--- src/common/hqm_reset_pkg.sv ---
package hqm_reset_pkg;

  // Synchronized reset copies per clock domain
  localparam int unsigned HQM_NUM_GATED     = 2;
  localparam int unsigned HQM_NUM_INP_GATED = 1;
  localparam int unsigned HQM_NUM_PGSB      = 2;

  // Delay stages between the captured release edge and the start level.
  // With the trigger and sticky stages this puts start on edge 5 after release
  localparam int unsigned HQM_START_DELAY = 3;

  // PF state memory sweep
  localparam int unsigned HQM_PF_INIT_ENTRIES = 16;
  localparam int unsigned HQM_PF_ADDR_W       = 4;

  // PF reset sequencer states
  typedef enum logic [1:0] {
    IDLE       = 2'd0,
    SWEEP      = 2'd1,
    DONE_PULSE = 2'd2,
    DONE       = 2'd3
  } pf_seq_state_t;

endpackage

--- src/pf_reset/hqm_pf_reset_seq.sv ---
module hqm_pf_reset_seq (
    input  logic                                   hqm_gated_clk
  , input  logic                                   hqm_gated_rst_n
  , input  logic                                   start
  , output logic                                   init_we
  , output logic [hqm_reset_pkg::HQM_PF_ADDR_W-1:0] init_addr
  , output logic                                   done
);

  import hqm_reset_pkg::*;

  pf_seq_state_t             state_f;
  pf_seq_state_t             state_nxt;
  logic [HQM_PF_ADDR_W-1:0] addr_f;
  logic [HQM_PF_ADDR_W-1:0] addr_nxt;
  logic                      last_entry;

  assign last_entry = (addr_f == HQM_PF_ADDR_W'(HQM_PF_INIT_ENTRIES - 1));

  always_comb begin
    state_nxt = state_f;
    addr_nxt  = addr_f;
    case (state_f)
      IDLE: begin
        if (start) begin
          state_nxt = SWEEP;
          addr_nxt  = '0;
        end
      end
      SWEEP: begin
        // One entry per cycle
        if (last_entry) begin
          state_nxt = DONE_PULSE;
        end else begin
          addr_nxt = addr_f + 1'b1;
        end
      end
      DONE_PULSE: state_nxt = DONE;
      // Stays here until the next reset
      DONE:       state_nxt = DONE;
      default:    state_nxt = IDLE;
    endcase
  end

  always_ff @(posedge hqm_gated_clk or negedge hqm_gated_rst_n) begin
    if (!hqm_gated_rst_n) begin
      state_f <= IDLE;
      addr_f  <= '0;
    end else begin
      state_f <= state_nxt;
      addr_f  <= addr_nxt;
    end
  end

  assign init_we   = (state_f == SWEEP);
  assign init_addr = addr_f;
  assign done      = (state_f == DONE_PULSE);

endmodule

--- config.mk ---
export PLATFORM = sky130hd
export DESIGN_NAME = hqm_pf_reset_seq
export DESIGN_NICKNAME = d
export VERILOG_FILES = /design/src/common/hqm_reset_pkg.sv /design/src/pf_reset/hqm_pf_reset_seq.sv
export SDC_FILE = /design/constraint.sdc
export NUM_CORES = 1
export LEC_CHECK = 0
export ABC_AREA = 1
export BUFFER_PORTS_ARGS = -buffer_cell sky130_fd_sc_hd__buf_4
export CAP_MARGIN = 20
export CORE_AREA = 2 2 39 41
export DETAILED_ROUTE_END_ITERATION = 7
export DIE_AREA = 0 0 41 43
export PLACE_DENSITY = 0.46
export SYNTH_ARGS = -nofsm -noshare
export SYNTH_HDL_FRONTEND = slang
export SYNTH_SLANG_ARGS = --single-unit
export TNS_END_PERCENT = 100
--- constraint.sdc ---
create_clock -name hqm_gated_clk -period 2.42 [get_ports hqm_gated_clk]
set_clock_uncertainty 0.15 [all_clocks]
set_input_delay 0.363 -clock hqm_gated_clk [delete_from_list [all_inputs] [get_ports hqm_gated_clk]]
set_output_delay 0.363 -clock hqm_gated_clk [all_outputs]
set_load 0.05 [all_outputs]
==> results.py <==
metrics = {
    "cells_and_area": {
        "drive_above_1_share": 0.3333,
        "multiInputGateArea_sq_um": 143.9,
        "final-seq-area_sq_um": 150.1,
        "fillers": 156,
        "diodes": 0,
        "layout-area-overhead-vs-synth_pct": 36.00,
        "nets": 57,
        "final_util": 0.3074,
    },
    "logic_synthesis": {
        "yosysMostFrequentCell": "nand2_1",
        "synthFlopType": "dfrtp_1",
        "synth.distinct_cells": 13,
        "yosysWarnings": 0,
        "synthCells": 39,
        "synth.avg_cell_area_sq_um": 8.021,
        "synth-edff-count": 0,
        "yosys-top-cells-count": "nand2_1 (12), dfrtp_1 (6), nand3_1 (6)",
        "syn_nets": 43,
        "synth_area_sq_um": 312.8,
        "ys_seq_elements": 6,
        "synth_top_cell_by_area": "dfrtp_1",
        "async_flop_share": 1.000,
        "synth_top_area_share": 0.4800,
        "synth.area.top_cells": "dfrtp_1 (48%), nand2_1 (14%), nand3_1 (9.6%), ha_1 (4.0%), inv_1 (3.6%)",
        "yosysSeqAreaShare": 0.4800,
    },
    "routing": {
        "ant_nets": 0,
        "routed_wl_um": 628,
        "dr_total_vias": 283,
        "drt_iter0_markers": 11,
        "wl_met1_um": 269,
        "wl_per_cell_um": 9.373,
        "remaining_drc_errors": 0,
        "via_per_inst": 4.224,
        "dr.max_layer_used": "met3",
        "firstDrtPassIters": 2,
        "wl_met2_um": 336,
        "wl_met3_um": 22,
    },
    "grt": {
        "grt_pass1_wl_mm": 1.000,
        "track_usage": 0.08954,
        "grt_overflow": 0,
        "grt_antenna_before_repair": 0,
        "grt_max_degree": 8,
        "first_global_vias": 263,
    },
    "timing": {
        "rsz0062_at_grt": "no",
        "fin_tns_setup_ps": 0,
        "finalCritPeriodShare": 0.6342,
        "setup_viol": 0,
        "min_period_ps": 1535,
        "fmax_mhz": 651.6,
        "hold_ws_ps": 201.9,
        "maxSlewViolCount": 0,
        "finalHoldViolCount": 0,
        "maxSlewHeadroom": 0.8605,
        "worst_pin_slew_ps": 209.3,
    },
    "setup_path": {
        "r2r_slack_ps": 1050,
        "crit_fanout": 4,
        "slowest_stage": "dfrtp_1",
        "crit_type": "reg2out",
        "cp.required_ps": 1910,
        "worstRegToRegCells": 4,
        "cpPeakStageDelay_ps": 420,
        "crit_path_end_kind": "output port",
        "critPathBufInv": 1,
        "startpoint_type": "flop",
        "crit_cells": 2,
        "crit_family": "flip-flops",
        "worstPathArrival_ps": 1020,
        "path_cells": "nor2_4 -> buf_4",
    },
    "clock_tree": {
        "numCtsBuffers": 3,
        "clk_pin_slew_ps": 50,
        "cts_tree": "built",
        "cts.sinks": 6,
        "clockBufferDepth": 2,
        "post_cts_buffers": 0,
        "clock_latency_ps": 240,
        "clockRootBuffer": "clkbuf_4",
        "cts_max_level": 1,
    },
    "power_and_ir_drop": {
        "switching_share": 0.2057,
        "comb_power_share": 0.029,
        "p_sw_uw": 41.44,
        "p_per_area_nw_per_um2": 473.5,
        "p_leak_uw": 0.0002408,
        "seqPwrFrac": 0.499,
        "p_int_uw": 160.0,
        "vdd_drop_max_v": 0.0001095,
        "total_power_uw": 201.4,
        "clockPowerShare": 0.472,
    },
    "floorplanning": {
        "die-area_sq_um": 1763,
        "fp-row-count": 14,
        "die_h_um": 43,
        "coreArea_sq_um": 1384,
        "die_x_um": 41,
        "start_util": 0.2260,
        "io-pin-count": 9,
    },
    "run": {
        "max_cap_violations": 0,
    },
    "placement": {
        "place_hpwl_um": 489.9,
        "port_buffers": 8,
        "finalWeightedCongestion": 0.5965,
    },
    "outcome": {
        "status": "complete, no violations",
    },
    "hold_path": {
        "min_path_type": "in2reg",
        "holdPathStages": 3,
    },
}
area by class of cell:
cell class / count / share of cell area
Clock buffer: 3 / 0.05294
Inverter: 5 / 0.04412
Tap cell: 16 / 0.04706
Sequential cell: 6 / 0.3529
Timing Repair Buffer: 9 / 0.1647
Multi-Input combinational cell: 28 / 0.3382
repair_timing:
item	4_1_cts	5_1_grt
hold buffers	1	0
gates resized for setup	0	0
setup endpoints to repair	0	0
endpoints found under the hold margin	6	0
through the flow:
stage | area, sq um | instances | setup slack, ps
after floorplan | 312.8 | 39 | 812.5
after global placement | 392.9 | 63 | 1080
after detailed placement | 392.9 | 63 | 1046
after CTS | 425.4 | 67 | 872.5
after global routing | 425.4 | 67 | 794.8
final | 425.4 | 67 | 885.3
path summary, 6_finish.rpt:
kind / from / end
worst max-delay path: state_f[1]$_DFFE_PN0P_ / init_we
worst min-delay path: start / state_f[0]$_DFFE_PN0P_
worst max register to register: init_addr[0]$_DFFE_PN0P_ / init_addr[2]$_DFFE_PN0P_
worst min register to register: state_f[1]$_DFFE_PN0P_ / state_f[0]$_DFFE_PN0P_
max in group asynchronous: hqm_gated_rst_n / state_f[0]$_DFFE_PN0P_
min in group asynchronous: hqm_gated_rst_n / init_addr[1]$_DFFE_PN0P_
tightest hold or removal path, stage by stage:
cell     delay (ps)
buf_4            80
a21oi_1          60
nand2_1          50
routing by layer:
layer	GRT usage	up-vias
li1	-	150
met1	0.09385	129
met2	0.1313	4
met3	0	0
met4	0.1200	0
met5	0	-
power by group through the flow:
stage / Combinational [uW] / Clock, uW / Sequential (uW)
after global placement: 4.84 / 0 / 102
after CTS: 6.14 / 101 / 101
after detailed placement: 4.87 / 0 / 102
after global routing: 6.38 / 107 / 100
after floorplan: 0.000684 / 0 / 102
final: 5.77 / 95.1 / 101
kinds of logic (layout without fill, tap and decap cells):
logic type | Yosys count | count (layout) | share of synthesized area
AO/OA/AOI/OAI | 1 | 1 | 0.01598
buffers and inverters | 5 | 17 | 0.06001
flip-flops | 6 | 6 | 0.4800
AND/OR/NAND/NOR | 26 | 26 | 0.4040
adder cells (fa/ha/maj) | 1 | 1 | 0.03999
cell usage in the layout (no fill, tap or decap):
cell / Yosys / final
a21oi_1: 1 / 1
buf_4: 0 / 8
clkbuf_4: 0 / 3
dfrtp_1: 6 / 6
dlygate4sd3_1: 0 / 1
ha_1: 1 / 1
inv_1: 3 / 3
inv_2: 2 / 2
nand2_1: 12 / 12
nand2_2: 1 / 1
nand3_1: 6 / 6
nand3_2: 1 / 1
nand4_1: 1 / 1
nor2_1: 3 / 3
nor2_4: 1 / 1
or2_2: 1 / 1
sequential cells by signal, summed over array words and instances (netlist names):
register	flops
init_addr	4
state_f	2
Note: power is estimated with default switching activity, not from simulation.
